File: config.mk
export PLATFORM = sky130hd
export DESIGN_NAME = alu_exec
export DESIGN_NICKNAME = d
export VERILOG_FILES = /design/src/core_pkg.sv /design/src/alu_exec.sv
export VERILOG_INCLUDE_DIRS = /design/src /design/src/include
export SDC_FILE = /design/constraint.sdc
export NUM_CORES = 2
export LEC_CHECK = 0
export BUFFER_PORTS_ARGS = -buffer_cell sky130_fd_sc_hd__buf_2
export CAP_MARGIN = 5
export CORE_ASPECT_RATIO = 0.6
export CORE_MARGIN = 2
export CORE_UTILIZATION = 35
export DETAILED_ROUTE_END_ITERATION = 12
export SYNTH_ARGS = -nofsm -noshare
export SYNTH_HDL_FRONTEND = slang
export SYNTH_SLANG_ARGS = --single-unit
File: constraint.sdc
create_clock -name clk -period 28.9 [get_ports clk]
set_clock_uncertainty 0.2 [all_clocks]
set_input_delay 5.78 -clock clk [delete_from_list [all_inputs] [get_ports clk]]
set_output_delay 5.78 -clock clk [all_outputs]
set_load 0.005 [all_outputs]
File: src/include/core_consts.svh
`ifndef CORE_CONSTS_SVH
`define CORE_CONSTS_SVH

`define CORE_XLEN       32   // data and address width.
`define CORE_REG_AW     5
`define CORE_DMEM_WORDS 256  // data memory depth in words.

// execute cycles taken by one multiply.
`define CORE_MUL_CYCLES 3

`define CORE_STALL_W    6    // pc, fetch, decode, execute, memory, writeback.

`endif

File: src/core_pkg.sv
package core_pkg;

    typedef enum logic [3:0] {
        ALU_ADD  = 4'd0,
        ALU_SUB  = 4'd1,
        ALU_AND  = 4'd2,
        ALU_OR   = 4'd3,
        ALU_XOR  = 4'd4,
        ALU_SLL  = 4'd5,
        ALU_SRL  = 4'd6,
        ALU_SRA  = 4'd7,
        ALU_SLT  = 4'd8,
        ALU_SLTU = 4'd9,
        ALU_MUL  = 4'd10,
        ALU_LUI  = 4'd11   // immediate passes through.
    } alu_op_e;

    typedef enum logic [3:0] {
        MEM_NONE = 4'd0,
        MEM_LB   = 4'd1,
        MEM_LBU  = 4'd2,
        MEM_LH   = 4'd3,
        MEM_LHU  = 4'd4,
        MEM_LW   = 4'd5,
        MEM_SB   = 4'd6,
        MEM_SH   = 4'd7,
        MEM_SW   = 4'd8
    } mem_op_e;

endpackage

File: src/alu_exec.sv
`timescale 1ns/1ps
`include "core_consts.svh"

module alu_exec (
    input  logic                     clk,
    input  logic                     rst_n,
    input  core_pkg::alu_op_e        alu_op_i,
    input  core_pkg::mem_op_e        mem_op_i,
    input  logic [`CORE_XLEN-1:0]    op_a_i,
    input  logic [`CORE_XLEN-1:0]    op_b_i,
    input  logic [`CORE_XLEN-1:0]    imm_i,
    input  logic                     wr_reg_en_i,
    input  logic [`CORE_REG_AW-1:0]  wr_reg_addr_i,
    input  logic [`CORE_STALL_W-1:0] stall_i,
    output logic [`CORE_XLEN-1:0]    reg_wdata_o,
    output logic                     wr_reg_en_o,
    output logic [`CORE_REG_AW-1:0]  wr_reg_addr_o,
    output logic                     wr_mem_en_o,
    output logic                     rd_mem_en_o,
    output core_pkg::mem_op_e        mem_op_o,
    output logic [`CORE_XLEN-1:0]    mem_addr_o,
    output logic [1:0]               wr_addr_index_o,
    output logic [1:0]               rd_addr_index_o,
    output logic [`CORE_XLEN-1:0]    wr_mem_data_o,
    output logic                     stall_req_o
);
    import core_pkg::*;

    localparam int CNT_W = $clog2(`CORE_MUL_CYCLES);
    localparam logic [CNT_W-1:0] CNT_LAST = CNT_W'(`CORE_MUL_CYCLES - 1);

    logic [CNT_W-1:0]     mul_cnt;
    logic [`CORE_XLEN-1:0] mul_lo;
    logic                 is_mul;
    logic [4:0]           shamt;

    assign is_mul = (alu_op_i == ALU_MUL);
    assign shamt  = op_b_i[4:0];
    assign mul_lo = op_a_i * op_b_i;  // low half is sign agnostic.

    // ~~~~~~~~~~~~~~~~~~~~
    // arithmetic
    always_comb begin
        case (alu_op_i)
            ALU_ADD:  reg_wdata_o = op_a_i + op_b_i;
            ALU_SUB:  reg_wdata_o = op_a_i - op_b_i;
            ALU_AND:  reg_wdata_o = op_a_i & op_b_i;
            ALU_OR:   reg_wdata_o = op_a_i | op_b_i;
            ALU_XOR:  reg_wdata_o = op_a_i ^ op_b_i;
            ALU_SLL:  reg_wdata_o = op_a_i << shamt;
            ALU_SRL:  reg_wdata_o = op_a_i >> shamt;
            ALU_SRA:  reg_wdata_o = $signed(op_a_i) >>> shamt;
            ALU_SLT:  reg_wdata_o = {{(`CORE_XLEN-1){1'b0}}, $signed(op_a_i) < $signed(op_b_i)};
            ALU_SLTU: reg_wdata_o = {{(`CORE_XLEN-1){1'b0}}, op_a_i < op_b_i};
            ALU_MUL:  reg_wdata_o = (mul_cnt == CNT_LAST) ? mul_lo : '0;
            ALU_LUI:  reg_wdata_o = imm_i;
            default:  reg_wdata_o = '0;
        endcase
    end

    // multiply occupancy counter frozen while memory stalls.
    always_ff @(posedge clk or negedge rst_n) begin
        if (!rst_n) begin
            mul_cnt <= '0;
        end else if (is_mul && !stall_i[4]) begin
            mul_cnt <= (mul_cnt == CNT_LAST) ? '0 : mul_cnt + 1'b1;
        end
    end

    assign stall_req_o = is_mul && (mul_cnt != CNT_LAST);

    // ~~~~~~~~~~~~~~~~~~~~
    // load / store address and data
    assign wr_mem_en_o     = mem_op_i inside {MEM_SB, MEM_SH, MEM_SW};
    assign rd_mem_en_o     = mem_op_i inside {MEM_LB, MEM_LBU, MEM_LH, MEM_LHU, MEM_LW};
    assign mem_op_o        = mem_op_i;
    assign mem_addr_o      = op_a_i + imm_i;
    assign wr_addr_index_o = mem_addr_o[1:0];
    assign rd_addr_index_o = mem_addr_o[1:0];

    always_comb begin
        case (mem_op_i)
            MEM_SB:  wr_mem_data_o = {4{op_b_i[7:0]}};   // every lane.
            MEM_SH:  wr_mem_data_o = {2{op_b_i[15:0]}};
            default: wr_mem_data_o = op_b_i;
        endcase
    end

    assign wr_reg_en_o   = wr_reg_en_i;
    assign wr_reg_addr_o = wr_reg_addr_i;

    mul_no_mem_a: assert property (@(posedge clk) disable iff (!rst_n)
        is_mul |-> mem_op_i == MEM_NONE)
        else $error("multiply issued with a memory opcode.");

endmodule

# Word level (Yosys, flattened, before mapping)
# Index checks and enable logic that the tools add are counted.
[word_totals] regBits=2 input_bits=118
[classes] add_sub_neg=4 mul=1 n_lt_le_gt_ge=2 eq_ne=21 shifts=3 muxes=4 n_bitwise=3 n_reduce_logical=6
[op_table] cell="one-hot mux 32 bit (12 select lines)" n=1
[op_table] cell="adder 32 bit" n=2
[op_table] cell="less-than comparator 32 bit" n=2
[op_table] cell="one-hot mux 32 bit (2 select lines)" n=1
[op_table] cell="AND 32 bit" n=1
[op_table] cell="== test 4 x 3 -> 1 bit, second input constant" n=8
[op_table] cell="multiplier 32 x 32 -> 32 bit" n=1
[op_table] cell="2-to-1 mux 32 bit" n=1
[op_table] cell="OR 32 bit" n=1
[op_table] cell="<< shifter 32 x 5 -> 32 bit" n=1
[op_table] cell="right shift 32 x 5 -> 32 bit" n=1
[op_table] cell=">>> shifter 32 x 5 -> 32 bit" n=1
[op_table] cell="subtractor 32 bit" n=1
[op_table] cell="bitwise XOR 32 bit" n=1
[op_table] cell="== test 4 bit, second input constant" n=5
[op_table] cell="== test 4 x 2 -> 1 bit, second input constant" n=4
[op_table] cell="== test 4 x 1 -> 1 bit, second input constant" n=2
[op_table] cell="nonzero test 5 bit" n=1
[op_table] cell="logical NOT 4 bit" n=1
[op_table] cell="nonzero test 3 bit" n=1
[op_table] cell="adder 2 x 1 -> 2 bit, second input constant" n=1
[op_table] cell="== test 2 bit, second input constant" n=1
[op_table] cell="logical AND 1 bit" n=2
[op_table] cell="2-to-1 mux 2 bit" n=1
[op_table] cell="2 further kinds" n=2

# Depth between registers and ports, before layout
[logic_depth] depth_word=3 mapped_depth=29 mapped_depth_nobuf=27

# Worst setup path after synthesis
# No wires, ideal clock.
[synth_path] path_type="input-to-output" startpoint="input op_b_i[2]" endpoint="output reg_wdata_o[28]" arrival_ns=13.132 slack_ns=9.788 path_stages=29 n_path_buf=4 path_cell_list="clkbuf_1 inv_2 buf_1 clkbuf_1 buf_1 nor2_1 fa_1 inv_1 fa_1 fa_1 fa_1 inv_1 fa_1 inv_1 fa_1 inv_1 fa_1 fa_1 ha_1 a21o_1 a21oi_1 o21ai_0 o41ai_1 o31ai_1 a21oi_1 nor2b_1 mux2i_1 a221oi_1 o211ai_1"
[synth_via] elab_chain_cells=3
[synth_lines] element="start, declared" line="alu_exec.sv:10" rtl="input logic [`CORE_XLEN-1:0] op_b_i,"
[synth_lines] element="multiplier 32 x 32 -> 32 bit" line="alu_exec.sv:39" rtl="assign mul_lo = op_a_i * op_b_i;"
[synth_lines] element="2-to-1 mux 32 bit" line="alu_exec.sv:55" rtl="ALU_MUL: reg_wdata_o = (mul_cnt == CNT_LAST) ? mul_lo : '0;"
[synth_lines] element="one-hot mux 32 bit (12 select lines) (*)" line="alu_exec.sv:44" rtl="case (alu_op_i)"
[synth_lines] element="end, declared" line="alu_exec.sv:15" rtl="output logic [`CORE_XLEN-1:0] reg_wdata_o,"
# Every way passes the cells marked *; elsewhere a longest branch is shown, timed or not.

# Final worst setup path
[layout_path] startpoint="input op_a_i[9]" endpoint="output reg_wdata_o[28]"
[layout_via] elab_chain_cells=3
[layout_lines] element="start, declared" line="alu_exec.sv:9" rtl="input logic [`CORE_XLEN-1:0] op_a_i,"
[layout_lines] element="multiplier 32 x 32 -> 32 bit" line="alu_exec.sv:39"
[layout_lines] element="2-to-1 mux 32 bit" line="alu_exec.sv:55"
[layout_lines] element="one-hot mux 32 bit (12 select lines) (*)" line="alu_exec.sv:44"
# Marks and branches as above.

==> metrics.md <==
| Metric | Value |
|---|---|
| Status | finished clean |
| Routed wire length | 118900 µm |
| Root Driver | clkbuf_16 |
| Hold Buf Count CTS | 0 |
| Final worst-path cycle share | 71.03% |
| Final min period | 20530 ps |
| Standard-cell row count | 76 |
| WL met1 | 52100 µm |
| Largest registers | mul_cnt: 2 flops |
| Number of top-level pins | 231 |
| Met3 WL | 19640 µm |
| Most frequent cell after synthesis | nor2_1 |
| Number of max-cap violations | 0 |
| Final Util | 38.08% |
| Clock Path Buffers | 2 |
| Critical Path End Type | output port |
| Sequential area share after synthesis | 0.1964% |
| H-Tree Depth | 1 |
| Area leader, netlist | fa_1 |
| Vias in the first global route | 24160 |
| Total CTS buffers | 3 |
| Clk sinks | 2 |
| Share of layout cells above drive strength 1 | 11.18% |
| Area share of the largest cell type after synthesis | 32.29% |
| Rel. slew slack | 7.776% |
| Synth top cells by count | nor2_1 (478), inv_1 (461), fa_1 (411) |
| Avg Cell Area, Syn | 7.798 µm² |
| GRT Overall Usage | 31.48% |
| RD Place Congestion | 1.027 |
| Worst hold slack | 328.7 ps |
| Synth async-reset ratio | 100.0% |
| CTS tree | done |
| Startpoint types | input port |
| Distinct cells, synth | 87 |
| Die footprint | 0.07505 mm² |
| DRC Markers | 0 |
| HPWL Detailed | 92250 µm |
| Setup TNS | 0 ps |
| Register-to-Register Path Depth | 2 |
| Antenna Nets Post-Route | 0 |
| Max Fclk | 0.04872 GHz |
| Top FF cell, synth | dfrtp_1 |
| Max reg flops | 2 |
| PortBufs | 213 |
| Hold WC Path Type | register to register |
| Initial DRC count | 3625 |
| Measured slew at the worst slew-check pin | 1369 ps |
| RSZ-0062 raised after global routing | false |
| Cells after Synth | 3268 |
| WP data required | 22920 ps |
| CP Max Fanout | 19 |
| Initial antenna violation count | 11 |
| Top reg by flops | mul_cnt |
| YS warnings | 0 |
| Die width | 352.4 µm |
| Area Growth Syn to Fin | 7.434% |
| CTS clk-pin slew, worst paths | 30 ps |
| Top routing layer in use | met5 |
| Cts repair resizes | 0 |
| Ranking of synthesized cells by area | fa_1 (32%), ha_1 (12%), nor2_1 (7.0%) |
| Met2 routed WL | 44240 µm |
| Post-synth EDFFs | 0 |
| Via/cell ratio | 5.912 |
| Net Count, Synth | 4048 |
| Clk Latency, worst-skew pair | 220 ps |
| Largest net degree at the start of global routing | 70 |
| Starting Density | 35.45% |
| Chip Height | 213.0 µm |
| 1st-pass router iterations | 5 |
| Final instance area | 0.02738 mm² |
| Final nets | 4101 |
| Gr ovfl total | 0 |
| Final Hold Vio Count | 0 |
| Core area | 0.07189 mm² |
| Vias | 25430 |
| Post-synthesis register bit count | 2 |
| Final setup vio count | 0 |
| Syn Std Cell Area | 0.02548 mm² |
| Hold depth | 2 |
| Max Slew Vio Count | 0 |
| Global-route wire length before repair | 173300 µm |
| Arrival time at the worst endpoint | 14550 ps |
| DP Area | 0.02728 mm² |
| Drt wl/cell | 27.66 µm |
| Postcts setup bufs | 0 |
| Crit Path Class | input port to output port |
## kinds of logic after synthesis
kind of cell,Yosys count,share of synthesized area (%)
AOI/OAI and AO/OA,649,16.84
adders and majority gates,662,44.61
and+or+nand+nor,1019,16.54
buffers and inverters,707,10.96
xor gates and xnor gates,117,4.021
muxes,112,6.830
DFF,2,0.1964
## metal layers
layer  vias up  track usage [%]
met5         -            1.097
met4         8            6.823
met3       197            12.87
met2      1845            41.19
met1     12550            47.08
li1      10830                -
## final timing paths
kind	start	slack [ps]	to
max in group asynchronous	rst_n	23270	mul_cnt[1]
max	op_a_i[9]	8370	reg_wdata_o[28]
min	mul_cnt[0]	330	mul_cnt[1]
max reg2reg	mul_cnt[0]	27740	mul_cnt[0]
min in group asynchronous	rst_n	5140	mul_cnt[0]
min reg2reg	mul_cnt[0]	330	mul_cnt[1]
## through the flow
stage	instances	setup slack [ps]
floorplan	3268	9788
global placement	4291	8821
detailed placement	4291	8726
CTS	4294	8691
global route	4296	8157
finish	4301	8373
## layout by cell type, fill, tap and decap left out, types with 58 or more instances in the layout
master | synthesis | final
o21ai_0 | 154 | 154
inv_1 | 461 | 461
xnor2_1 | 86 | 86
nor2_1 | 478 | 476
buf_2 | 18 | 211
buf_4 | 27 | 65
a21oi_1 | 164 | 164
nand2_1 | 360 | 360
ha_1 | 251 | 251
mux2i_1 | 58 | 58
fa_1 | 411 | 411
## worst max-delay path: stages
cell and delay [ps]:
buf_2 90, buf_4 290, inv_1 900, nor2_1 160, fa_1 460, fa_1 470, fa_1 550, inv_1 50
fa_1 470, inv_1 50, fa_1 510, inv_1 60, fa_1 530, inv_1 50, fa_1 500, fa_1 430
ha_1 420, nand4_1 150, nor2_1 190, inv_1 60, o31ai_1 580, a21oi_1 210, nor2b_1 390, mux2i_1 170
a221oi_1 650, o211ai_1 180, buf_2 170
## final cells by class
cell class	instances	area, µm²
multi-input combinational	2559	22670
inverter	479	1799
clock buffer	3	75.07
antenna	7	17.52
sequential	2	50.05
tap	975	1220
timing repair buffer	276	1544
fill	7615	44510
Power is left out: the tool's default activity adds up to more than one toggle a clock period on the data nets, which glitch-free logic cannot reach.
