**src/include/core_consts.svh**
```systemverilog
`ifndef CORE_CONSTS_SVH
`define CORE_CONSTS_SVH

`define CORE_XLEN       32   // data and address width.
`define CORE_REG_AW     5
`define CORE_DMEM_WORDS 256  // data memory depth in words.

// execute cycles taken by one multiply.
`define CORE_MUL_CYCLES 3

`define CORE_STALL_W    6    // pc, fetch, decode, execute, memory, writeback.

`endif

```
**src/core_pkg.sv**
```systemverilog
package core_pkg;

    typedef enum logic [3:0] {
        ALU_ADD  = 4'd0,
        ALU_SUB  = 4'd1,
        ALU_AND  = 4'd2,
        ALU_OR   = 4'd3,
        ALU_XOR  = 4'd4,
        ALU_SLL  = 4'd5,
        ALU_SRL  = 4'd6,
        ALU_SRA  = 4'd7,
        ALU_SLT  = 4'd8,
        ALU_SLTU = 4'd9,
        ALU_MUL  = 4'd10,
        ALU_LUI  = 4'd11   // immediate passes through.
    } alu_op_e;

    typedef enum logic [3:0] {
        MEM_NONE = 4'd0,
        MEM_LB   = 4'd1,
        MEM_LBU  = 4'd2,
        MEM_LH   = 4'd3,
        MEM_LHU  = 4'd4,
        MEM_LW   = 4'd5,
        MEM_SB   = 4'd6,
        MEM_SH   = 4'd7,
        MEM_SW   = 4'd8
    } mem_op_e;

endpackage

```
**src/alu_lsu.sv**
```systemverilog
`timescale 1ns/1ps
`include "core_consts.svh"

module alu_lsu (
    input  logic                     clk,
    input  logic                     rst_n,
    input  logic [`CORE_XLEN-1:0]    reg_wdata_i,
    input  logic                     wr_reg_en_i,
    input  logic [`CORE_REG_AW-1:0]  wr_reg_addr_i,
    input  logic                     wr_mem_en_i,
    input  logic                     rd_mem_en_i,
    input  core_pkg::mem_op_e        mem_op_i,
    input  logic [`CORE_XLEN-1:0]    mem_addr_i,
    input  logic [1:0]               wr_addr_index_i,
    input  logic [1:0]               rd_addr_index_i,
    input  logic [`CORE_XLEN-1:0]    wr_mem_data_i,
    input  logic [`CORE_XLEN-1:0]    alu_pc_i,
    input  logic [`CORE_XLEN-1:0]    alu_inst_i,
    input  logic [`CORE_STALL_W-1:0] stall_i,
    output logic [`CORE_XLEN-1:0]    lsu_reg_wdata_o,
    output logic                     lsu_wr_reg_en_o,
    output logic [`CORE_REG_AW-1:0]  lsu_wr_reg_addr_o,
    output logic                     lsu_wr_mem_en_o,
    output logic                     lsu_rd_mem_en_o,
    output core_pkg::mem_op_e        lsu_mem_op_o,
    output logic [`CORE_XLEN-1:0]    lsu_mem_addr_o,
    output logic [1:0]               lsu_wr_addr_index_o,
    output logic [1:0]               lsu_rd_addr_index_o,
    output logic [`CORE_XLEN-1:0]    lsu_wr_mem_data_o,
    output logic [`CORE_XLEN-1:0]    lsu_pc_o,
    output logic [`CORE_XLEN-1:0]    lsu_inst_o
);
    import core_pkg::*;

    always_ff @(posedge clk or negedge rst_n) begin
        if (!rst_n) begin
            lsu_reg_wdata_o     <= '0;
            lsu_wr_reg_en_o     <= 1'b0;
            lsu_wr_reg_addr_o   <= '0;
            lsu_wr_mem_en_o     <= 1'b0;
            lsu_rd_mem_en_o     <= 1'b0;
            lsu_mem_op_o        <= MEM_NONE;
            lsu_mem_addr_o      <= '0;
            lsu_wr_addr_index_o <= '0;
            lsu_rd_addr_index_o <= '0;
            lsu_wr_mem_data_o   <= '0;
            lsu_pc_o            <= '0;
            lsu_inst_o          <= '0;
        end else if (stall_i[3] && !stall_i[4]) begin  // bubble while execute is stuck.
            lsu_reg_wdata_o     <= '0;
            lsu_wr_reg_en_o     <= 1'b0;
            lsu_wr_reg_addr_o   <= '0;
            lsu_wr_mem_en_o     <= 1'b0;
            lsu_rd_mem_en_o     <= 1'b0;
            lsu_mem_op_o        <= MEM_NONE;
            lsu_mem_addr_o      <= '0;
            lsu_wr_addr_index_o <= '0;
            lsu_rd_addr_index_o <= '0;
            lsu_wr_mem_data_o   <= '0;
            lsu_pc_o            <= '0;
            lsu_inst_o          <= '0;
        end else if (!stall_i[3]) begin
            lsu_reg_wdata_o     <= reg_wdata_i;
            lsu_wr_reg_en_o     <= wr_reg_en_i;
            lsu_wr_reg_addr_o   <= wr_reg_addr_i;
            lsu_wr_mem_en_o     <= wr_mem_en_i;
            lsu_rd_mem_en_o     <= rd_mem_en_i;
            lsu_mem_op_o        <= mem_op_i;
            lsu_mem_addr_o      <= mem_addr_i;
            lsu_wr_addr_index_o <= wr_addr_index_i;
            lsu_rd_addr_index_o <= rd_addr_index_i;
            lsu_wr_mem_data_o   <= wr_mem_data_i;
            lsu_pc_o            <= alu_pc_i;
            lsu_inst_o          <= alu_inst_i;
        end
    end

    rd_wr_excl_a: assert property (@(posedge clk) disable iff (!rst_n)
        !(lsu_wr_mem_en_o && lsu_rd_mem_en_o))
        else $error("load and store enables both set.");

    // this register holds while the memory stage is stalled.
    hold_a: assert property (@(posedge clk) disable iff (!rst_n)
        stall_i[4] |=> $stable({lsu_reg_wdata_o, lsu_wr_reg_en_o, lsu_wr_reg_addr_o,
                                lsu_wr_mem_en_o, lsu_rd_mem_en_o, lsu_mem_op_o,
                                lsu_mem_addr_o, lsu_wr_addr_index_o, lsu_rd_addr_index_o,
                                lsu_wr_mem_data_o, lsu_pc_o, lsu_inst_o}))
        else $error("execute/memory register changed under stall.");

endmodule

```
**config.mk**
```make
export PLATFORM = sky130hd
export DESIGN_NAME = alu_lsu
export DESIGN_NICKNAME = d
export VERILOG_FILES = /design/src/core_pkg.sv /design/src/alu_lsu.sv
export VERILOG_INCLUDE_DIRS = /design/src /design/src/include
export SDC_FILE = /design/constraint.sdc
export NUM_CORES = 1
export LEC_CHECK = 0
export BUFFER_PORTS_ARGS = -buffer_cell sky130_fd_sc_hd__buf_4
export CAP_MARGIN = 25
export CORE_MARGIN = 2
export CORE_UTILIZATION = 25
export DETAILED_ROUTE_END_ITERATION = 12
export GPL_TIMING_DRIVEN = 0
export PLACE_DENSITY = 0.58
export SYNTH_ARGS = -nofsm -noshare
export SYNTH_HDL_FRONTEND = slang
export SYNTH_SLANG_ARGS = --single-unit
```
**constraint.sdc**
```tcl
create_clock -name clk -period 1 [get_ports clk]
set_input_delay 0.05 -clock clk [delete_from_list [all_inputs] [get_ports clk]]
set_output_delay 0.05 -clock clk [all_outputs]
set_load 0.05 [all_outputs]
```
-- After elaboration in Yosys (flattened, before gate mapping)
Index checks and enable logic that the tools add are counted.
- bits in registers: 176
- bits of input ports: 184
- output and inout bits: 176
- word-level logic and storage cells: 39
- equal/unequal tests: 1
- multiplexer cells: 24
- reduce and logical (&&, ||, !) cells: 2
- operators by type and width (kind ; count):
    $mux W32 ; 10
    $mux W5 ; 2
    $mux W2 ; 4
    $mux W4 ; 2
    $mux W1 ; 6
    $ne A2 B1 Y1 const B ; 1
    $logic_and A1 B1 Y1 ; 1
    $logic_not A1 Y1 ; 1

-- Depth between registers and ports, before layout
Gate-level depths: netlist (run 1).
- depth in word-level cells: 3
- gate-level depth with buffers: 5
- gate-level depth less buffers: 2

-- Least setup slack after synthesis (run 1)
OpenSTA, ideal clock, no wires.
- kind: register to register
- start point: register, netlist name lsu_mem_op_o[1]
- end point: register lsu_mem_op_o[1]
- arrival: 0.800 ns
- required time: 0.879 ns
- path slack: 0.079 ns
- stages on the path, launching flop included: 2
- buffers on the path: 0
- cells stage by stage: dfrtp_1 a22o_1
- RTL lines (item ; line ; RTL):
    to (signal assigned) ; alu_lsu.sv:68 ; lsu_mem_op_o <= mem_op_i;
    to (decl) ; alu_lsu.sv:25 ; output core_pkg::mem_op_e lsu_mem_op_o,

-- Worst setup path after layout (run 1)
- start point: register lsu_reg_wdata_o[30]
- end point: output lsu_reg_wdata_o[30]
- RTL lines (item ; line ; RTL):
    from (decl) ; alu_lsu.sv:20 ; output logic [`CORE_XLEN-1:0] lsu_reg_wdata_o,
    from (signal assigned) ; alu_lsu.sv:63 ; lsu_reg_wdata_o <= reg_wdata_i;
No word-level cell between the ends.

==> flow_summary_export.csv, run 1 <==
group,metric,value,unit
clocking,clock_tree_from_tritoncts,"built",
synth,largest_family_of_logic_cells_by_synthesized_area,"compound AO/OA/AOI/OAI gates",
global_routing,first_global_vias,6613,
status,status,"finished with violations",
synth,synth_cell_types,8,
synth,ys_ff_latch,176,
synth,synth-edff-count,0,
timing,post-route-period-util,1.072,
status,violated_checks,"hold timing, setup timing",
global_routing,grt.overflow.total,0,
synth,proportion_of_register_bits_with_asynchronous_set_or_reset_after_synthesis,1.000,
power,power,20.27,mW
timing,final_hold_vio_count,76,
power,pwr_density_cell,1553,nW/µm²
timing,setup_tns,-4.078,ns
routing,drtAntennaViolNets,0,
routing,maxUsedRoutingLayer,"met4",
floorplan,die_area,26280,µm²
global_routing,largest_net_degree_at_the_start_of_global_routing,101,
layout,n_antenna_cell,0,
worst_setup_path,reg2reg_setup_slack,0.03,ns
global_routing,antenna_found_initial,0,
synth,synthesized_area_fraction_occupied_by_xor_and_xnor_cells,0,
synth,synth_nets,577,
placed_design,numPlacedInstances,1073,
floorplan,core-area,24460,µm²
worst_setup_path,r2r-end,"lsu_wr_mem_data_o[11]$_DFFE_PN0P_",
clocking,ctsLongestPathBuffers,2,
routing,routed-wl-met2,12.57,mm
worst_hold_path,hold_path.class,"input pin to async pin",
worst_setup_path,crit_arrival,1.02,ns
layout,finalNetCount,1223,
routing,number_of_optimization_iterations_in_the_first_detailed_route_pass,4,
worst_setup_path,worst_r2r_startpoint,"lsu_wr_mem_data_o[11]$_DFFE_PN0P_",
layout,flow.area_growth_from_synthesis,108.8,%
layout,layout.core_utilization,0.5334,
routing,drc_violation_total_after_the_first_tritonroute_iteration,325,
power,power_leakage,6.445,nW
floorplan,boundaryPins,360,
floorplan,die_w,162.1,µm
routing,met3_length,1.447,mm
layout,layoutNonFillerInstCount,1376,
routing,post_drt_via_cell_ratio,4.490,
worst_setup_path,critical_path_start_type,"flip-flop",
worst_setup_path,timing_worst_setup_path_type,"flip-flop to output port",
placed_design,place.detailed.hpwl,14.51,mm
synth,syn_inst,393,
placed_design,dpl_worst_slack,-0.3170,ns
worst_setup_path,critical_path.top_delay_family,"flip-flops",
run,cap_viol_max_count,0,
synth,post_synth.cell_area_avg,15.90,µm²
clocking,numCtsBuffers,17,
synth,synth.area.top_cells,"sky130_fd_sc_hd__dfrtp_1, sky130_fd_sc_hd__a22o_1, sky130_fd_sc_hd__buf_6",
clocking,clk_pin_slew,0.08,ns
synth,synth_area_in_simple_gates,0.001001,
synth,synth_top_area_share,0.7047,
floorplan,die_h,162.1,µm
worst_setup_path,worstPathBufferInverterCount,1,
routing,via_count,6178,
placed_design,place.port_buffers,355,
routing,detail_route.wirelength.met1,9.935,mm
synth,synthAdderAreaFrac,0,
clocking,clock_sink_count,176,
worst_setup_path,timing.critical_path.slowest_cell_delay,0.42,ns
floorplan,starting_density,0.2555,
clocking,clk_latency,0.41,ns
layout,post_route_cells_drive_above_1_share,0.4886,
placed_design,finalWeightedCongestion,0.7520,
synth,synth_ff_type,"sky130_fd_sc_hd__dfrtp_1",
routing,totalWireLength,24.56,mm
worst_setup_path,critical_path_sink_type,"output port",
timing,clock_skew,0,ns
synth,synth.area.mux_share,0,
synth,synth_compound_gate_area_share,0.2466,
worst_setup_path,crit_path_max_fanout,2,
timing,timing.final.setup_violations,176,
worst_setup_path,worstRegToRegCells,3,
clocking,cts-htree-levels,4,
clocking,cts_hold_buffers,176,
routing,wl_per_cell,17.85,µm
synth,synthDominantAreaCellType,"sky130_fd_sc_hd__dfrtp_1",
clocking,clockRootBuffer,"sky130_fd_sc_hd__clkbuf_16",
synth,yosys-top-cells-count,"sky130_fd_sc_hd__a22o_1, sky130_fd_sc_hd__dfrtp_1, sky130_fd_sc_hd__buf_6",
timing,max_clock_freq,932.8,MHz
worst_setup_path,cpMaxStageDelayCell,"sky130_fd_sc_hd__dfrtp_1",
timing,final_max_slew_viol_count,0,
worst_setup_path,timing.critical_path.required,0.95,ns
timing,slew_at_the_pin_with_the_worst_max_slew_slack,0.6128,ns
synth,mappedNetlistArea,6250,µm²
global_routing,grt_first_pass_wirelength,36.67,mm
routing,detail_route.drc_violations,0,
timing,layout_setup_ws,-0.07203,ns
floorplan,std_cell_rows,57,
worst_setup_path,worstPathCellList,"buf_6",
timing,timing.hold.ws,-0.4221,ns
synth,synth.yosys.warnings,0,
power,vdd_drop_max,1.074,mV
timing,finalCriticalPeriod,1.072,ns
timing,worst_slew_margin_rel,0.5915,
timing,rsz_0062_raised_after_global_routing,"yes",
synth,seq_area_frac_synth,0.7047,
global_routing,grt_usage,0.1782,
[report_power, final]
part           switching, mW  internal (mW)  total, mW
logic                   3.06           2.68       5.75
clock network           3.13           3.36       6.49
registers              0.404           7.63       8.03
[flip-flops by register name (all words and copies together) (netlist names)]
signal / cells
lsu_wr_mem_data_o: 32
lsu_mem_op_o: 4
lsu_wr_addr_index_o: 2
lsu_rd_mem_en_o: 1
lsu_wr_mem_en_o: 1
lsu_wr_reg_addr_o: 5
lsu_pc_o: 32
lsu_reg_wdata_o: 32
lsu_wr_reg_en_o: 1
lsu_inst_o: 32
lsu_rd_addr_index_o: 2
lsu_mem_addr_o: 32
[metrics by stage]
step / area, µm² / hold slack [ns]
2_1_floorplan: 6250 / -0.2456
3_3_place_gp: 9320 / 0.2794
3_5_place_dp: 9355 / 0.06742
4_1_cts: 12660 / -0.3970
5_1_grt: 13050 / -0.3869
6_report: 13050 / -0.4221
[what timing repair did]
item	4_1_cts	5_1_grt
endpoints found under the setup margin	176	176
buffers inserted	43	52
gates resized for setup	176	0
hold endpoints to repair	252	76
pin swaps	0	0
gates cloned	0	0
[logic make-up (layout without fill, tap and decap cells)]
| family | after synthesis | count (layout) |
|---|---|---|
| AOI/OAI and AO/OA | 176 | 176 |
| buffers and inverters | 40 | 699 |
| DFF | 176 | 176 |
| and+or+nand+nor | 1 | 1 |
[final cells by class]
type	count	area, µm²
inverter	1	3.754
buffer	39	294.0
clock inverter	13	115.1
sequential	176	4404
multi-input combinational	177	1548
tap	324	405.4
timing repair buffer	627	5836
clock buffer	19	442.9
fill	1964	11410
[per-layer routing]
layer  vias up  GRT usage
met2       243     0.3035
li1       2821          -
met1      3076     0.2188
met5         -          0
met4         0    0.06315
met3        38    0.04648
[cell usage in the layout, fill, tap and decap left out, types with 2 or more instances in the layout]
cell	instances
sky130_fd_sc_hd__buf_4	274
sky130_fd_sc_hd__buf_6	193
sky130_fd_sc_hd__a22o_1	176
sky130_fd_sc_hd__dlygate4sd3_1	176
sky130_fd_sc_hd__dfrtp_1	176
sky130_fd_sc_hd__clkbuf_16	17
sky130_fd_sc_hd__buf_2	13
sky130_fd_sc_hd__clkbuf_1	9
sky130_fd_sc_hd__inv_6	6
sky130_fd_sc_hd__inv_8	3
sky130_fd_sc_hd__clkinvlp_4	2
[how the worst max path moves through the flow]
stage | cells past startpoint | end | slack, ns | startpoint
6_report | 1 | lsu_reg_wdata_o[30] | -0.07 | lsu_reg_wdata_o[30]$_DFFE_PN0P_
5_1_grt | 1 | lsu_reg_wdata_o[30] | -0.13 | lsu_reg_wdata_o[30]$_DFFE_PN0P_
4_1_cts | 1 | lsu_reg_wdata_o[30] | -0.11 | lsu_reg_wdata_o[30]$_DFFE_PN0P_
3_3_place_gp | 1 | lsu_mem_addr_o[12]$_DFFE_PN0P_ | -1.28 | rst_n
3_5_place_dp | 5 | lsu_pc_o[0]$_DFFE_PN0P_ | -0.32 | stall_i[3]
2_1_floorplan | 1 | lsu_mem_op_o[1]$_DFFE_PN0P_ | 0.08 | lsu_mem_op_o[1]$_DFFE_PN0P_
Power figures use the tool's default switching activity.
==> inputs of run 2 (changes only) <==
--- a/config.mk
+++ b/config.mk
@@ -8,11 +8,11 @@
 export LEC_CHECK = 0
 export BUFFER_PORTS_ARGS = -buffer_cell sky130_fd_sc_hd__buf_4
 export CAP_MARGIN = 25
-export CORE_MARGIN = 2
-export CORE_UTILIZATION = 25
+export CORE_AREA = 2 2 141 143
 export DETAILED_ROUTE_END_ITERATION = 12
+export DIE_AREA = 0 0 143 145
 export GPL_TIMING_DRIVEN = 0
-export PLACE_DENSITY = 0.58
+export PLACE_DENSITY = 0.69
 export SYNTH_ARGS = -nofsm -noshare
 export SYNTH_HDL_FRONTEND = slang
 export SYNTH_SLANG_ARGS = --single-unit
==> flow_summary_export.csv, run 2 (same netlist as run 1, synthesis figures left out) <==
group,metric,value,unit
status,status,"finished with violations",
status,violated_checks,"hold timing, setup timing",
power,vdd_drop_max,1.033,mV
layout,n_antenna_cell,0,
timing,final_max_slew_viol_count,0,
power,power.switching,6.491,mW
placed_design,postPlaceCellArea,9281,µm²
floorplan,std_cell_rows,51,
global_routing,largest_net_degree_at_the_start_of_global_routing,98,
floorplan,boundaryPins,360,
routing,post_drt_via_cell_ratio,4.735,
worst_setup_path,worstPathBufferInverterCount,1,
clocking,cts-htree-levels,4,
worst_setup_path,timing_worst_setup_path_type,"flip-flop to output port",
layout,layout.cells.most_common_list,"sky130_fd_sc_hd__buf_4, sky130_fd_sc_hd__buf_6, sky130_fd_sc_hd__a22o_1, sky130_fd_sc_hd__dlygate4sd3_1, sky130_fd_sc_hd__dfrtp_1",
run,cap_viol_max_count,0,
worst_setup_path,critical_path.top_delay_family,"flip-flops",
timing,finalCriticalPeriod,1.069,ns
layout,finalNetCount,1242,
global_routing,grt_usage,0.2281,
clocking,clk_latency,0.42,ns
global_routing,first_global_vias,6824,
worst_setup_path,crit_arrival,1.02,ns
timing,slew_at_the_pin_with_the_worst_max_slew_slack,0.7451,ns
routing,totalWireLength,25.06,mm
layout,flow.area_growth_from_synthesis,110.0,%
layout,multi_input_gate_area_in_the_final_layout,1548,µm²
layout,mostFrequentLayoutCell,"sky130_fd_sc_hd__buf_4",
timing,clock_skew,0,ns
worst_hold_path,hold_path.class,"input pin to async pin",
power,share_seq_of_total_power,0.395,
placed_design,place.detailed.hpwl,13.89,mm
worst_setup_path,reg2reg_setup_slack,0.02,ns
clocking,cts_hold_buffers,176,
clocking,clk_pin_slew,0.07,ns
clocking,clockRootBuffer,"sky130_fd_sc_hd__clkbuf_16",
routing,wl_per_cell,18.76,µm
power,power.share.combinational,0.287,
timing,max_clock_freq,935.8,MHz
clocking,clock_tree_from_tritoncts,"built",
floorplan,die_h,145,µm
timing,final_hold_vio_count,96,
timing,rsz_0062_raised_after_global_routing,"yes",
power,power_leakage,6.540,nW
routing,detail_route.drc_violations,0,
power,pwr_density_cell,1552,nW/µm²
layout,layout.core_utilization,0.6834,
power,power_internal,13.88,mW
layout,layout.cell_area.non_filler,13130,µm²
worst_setup_path,worst_r2r_startpoint,"lsu_reg_wdata_o[3]$_DFFE_PN0P_",
routing,drc_violation_total_after_the_first_tritonroute_iteration,203,
timing,timing.final.setup_violations,174,
timing,layout_setup_ws,-0.06864,ns
worst_setup_path,critical_path_start_type,"flip-flop",
timing,worst_slew_margin_rel,0.5033,
layout,fill_cells,1197,
clocking,ctsLongestPathBuffers,2,
routing,drtAntennaViolNets,0,
clocking,clock_sink_count,176,
placed_design,place.port_buffers,355,
global_routing,grt.overflow.total,0,
floorplan,die_area,20740,µm²
layout,final-seq-area,4404,µm²
worst_setup_path,timing.critical_path.required,0.95,ns
floorplan,starting_density,0.3254,
worst_setup_path,r2r-end,"lsu_reg_wdata_o[3]$_DFFE_PN0P_",
worst_setup_path,timing.critical_path.slowest_cell_delay,0.43,ns
power,switching_share_of_total_power,0.3186,
worst_setup_path,worstPathCellList,"buf_6",
worst_setup_path,critical_path_sink_type,"output port",
global_routing,antenna_found_initial,0,
global_routing,grt_first_pass_wirelength,36.71,mm
floorplan,core-area,19210,µm²
worst_setup_path,crit_path_max_fanout,2,
timing,timing.hold.ws,-0.3423,ns
timing,post-route-period-util,1.069,
worst_setup_path,worstRegToRegCells,3,
worst_setup_path,cpMaxStageDelayCell,"sky130_fd_sc_hd__dfrtp_1",
power,clockPowerShare,0.318,
clocking,numCtsBuffers,17,
layout,post_route_cells_drive_above_1_share,0.4977,
placed_design,finalWeightedCongestion,0.8160,
routing,number_of_optimization_iterations_in_the_first_detailed_route_pass,5,
floorplan,die_w,143,µm
routing,via_count,6326,
## run 2: metal layers
layer,up-vias,global-route usage,routed length (µm),part of all wire
li1,2855,-,-,-
met1,3125,0.2629,9599,0.38
met2,283,0.3967,12880,0.51
met3,63,0.06469,1712,0.068
met4,0,0.09010,871,0.035
met5,-,0,0,0
## run 2: worst max path at each step
stage                                      from                     endpoint  cells past startpoint  slack (ns)
finish               lsu_inst_o[23]$_DFFE_PN0P_               lsu_inst_o[23]                      1       -0.07
global route        lsu_mem_op_o[3]$_DFFE_PN0P_              lsu_mem_op_o[3]                      1       -0.11
CTS                     lsu_pc_o[4]$_DFFE_PN0P_                  lsu_pc_o[4]                      1       -0.08
detailed placement                   stall_i[3]      lsu_pc_o[5]$_DFFE_PN0P_                      5       -0.34
global placement                          rst_n   lsu_inst_o[18]$_DFFE_PN0P_                      1       -1.19
floorplan           lsu_mem_op_o[1]$_DFFE_PN0P_  lsu_mem_op_o[1]$_DFFE_PN0P_                      1        0.08
## run 2: power groups by stage
stage	Combinational (mW)	Clock [mW]	Sequential (mW)
2_1_floorplan	0.725	0	9.86
3_3_place_gp	4.33	0	8.05
3_5_place_dp	4.39	0	8.05
4_1_cts	5.52	6.59	8.01
5_1_grt	6.08	6.96	8.10
6_report	5.85	6.48	8.05
## run 2: layout make-up
cell class,count,share of cell area
flip-flops and latches,176,0.3355
inverters,1,0.0002860
clock buffers,20,0.03327
repair buffers,646,0.4554
plain buffers,39,0.02259
well taps,265,0.02526
clock inverters,12,0.009723
multi-input cells,177,0.1179
## run 2: what timing repair did
item	in CTS	in global routing
hold endpoints to repair	272	96
resized for setup	176	4
buffers inserted	56	58
gates cloned	0	0
setup endpoints to repair	176	188
## run 2: stage by stage
step                power [mW]  setup TNS, ns  setup slack [ns]  hold WS, ns  cells
global route             21.14         -11.69           -0.1057      -0.3040   1336
floorplan                10.59              0           0.07892      -0.2456    393
CTS                      20.13         -6.400          -0.07515      -0.3231   1278
detailed placement       12.43         -22.87           -0.3380       0.1328   1014
global placement         12.38        -227.09            -1.188       0.2796   1013
finish                   20.38         -4.147          -0.06864      -0.3423   1336
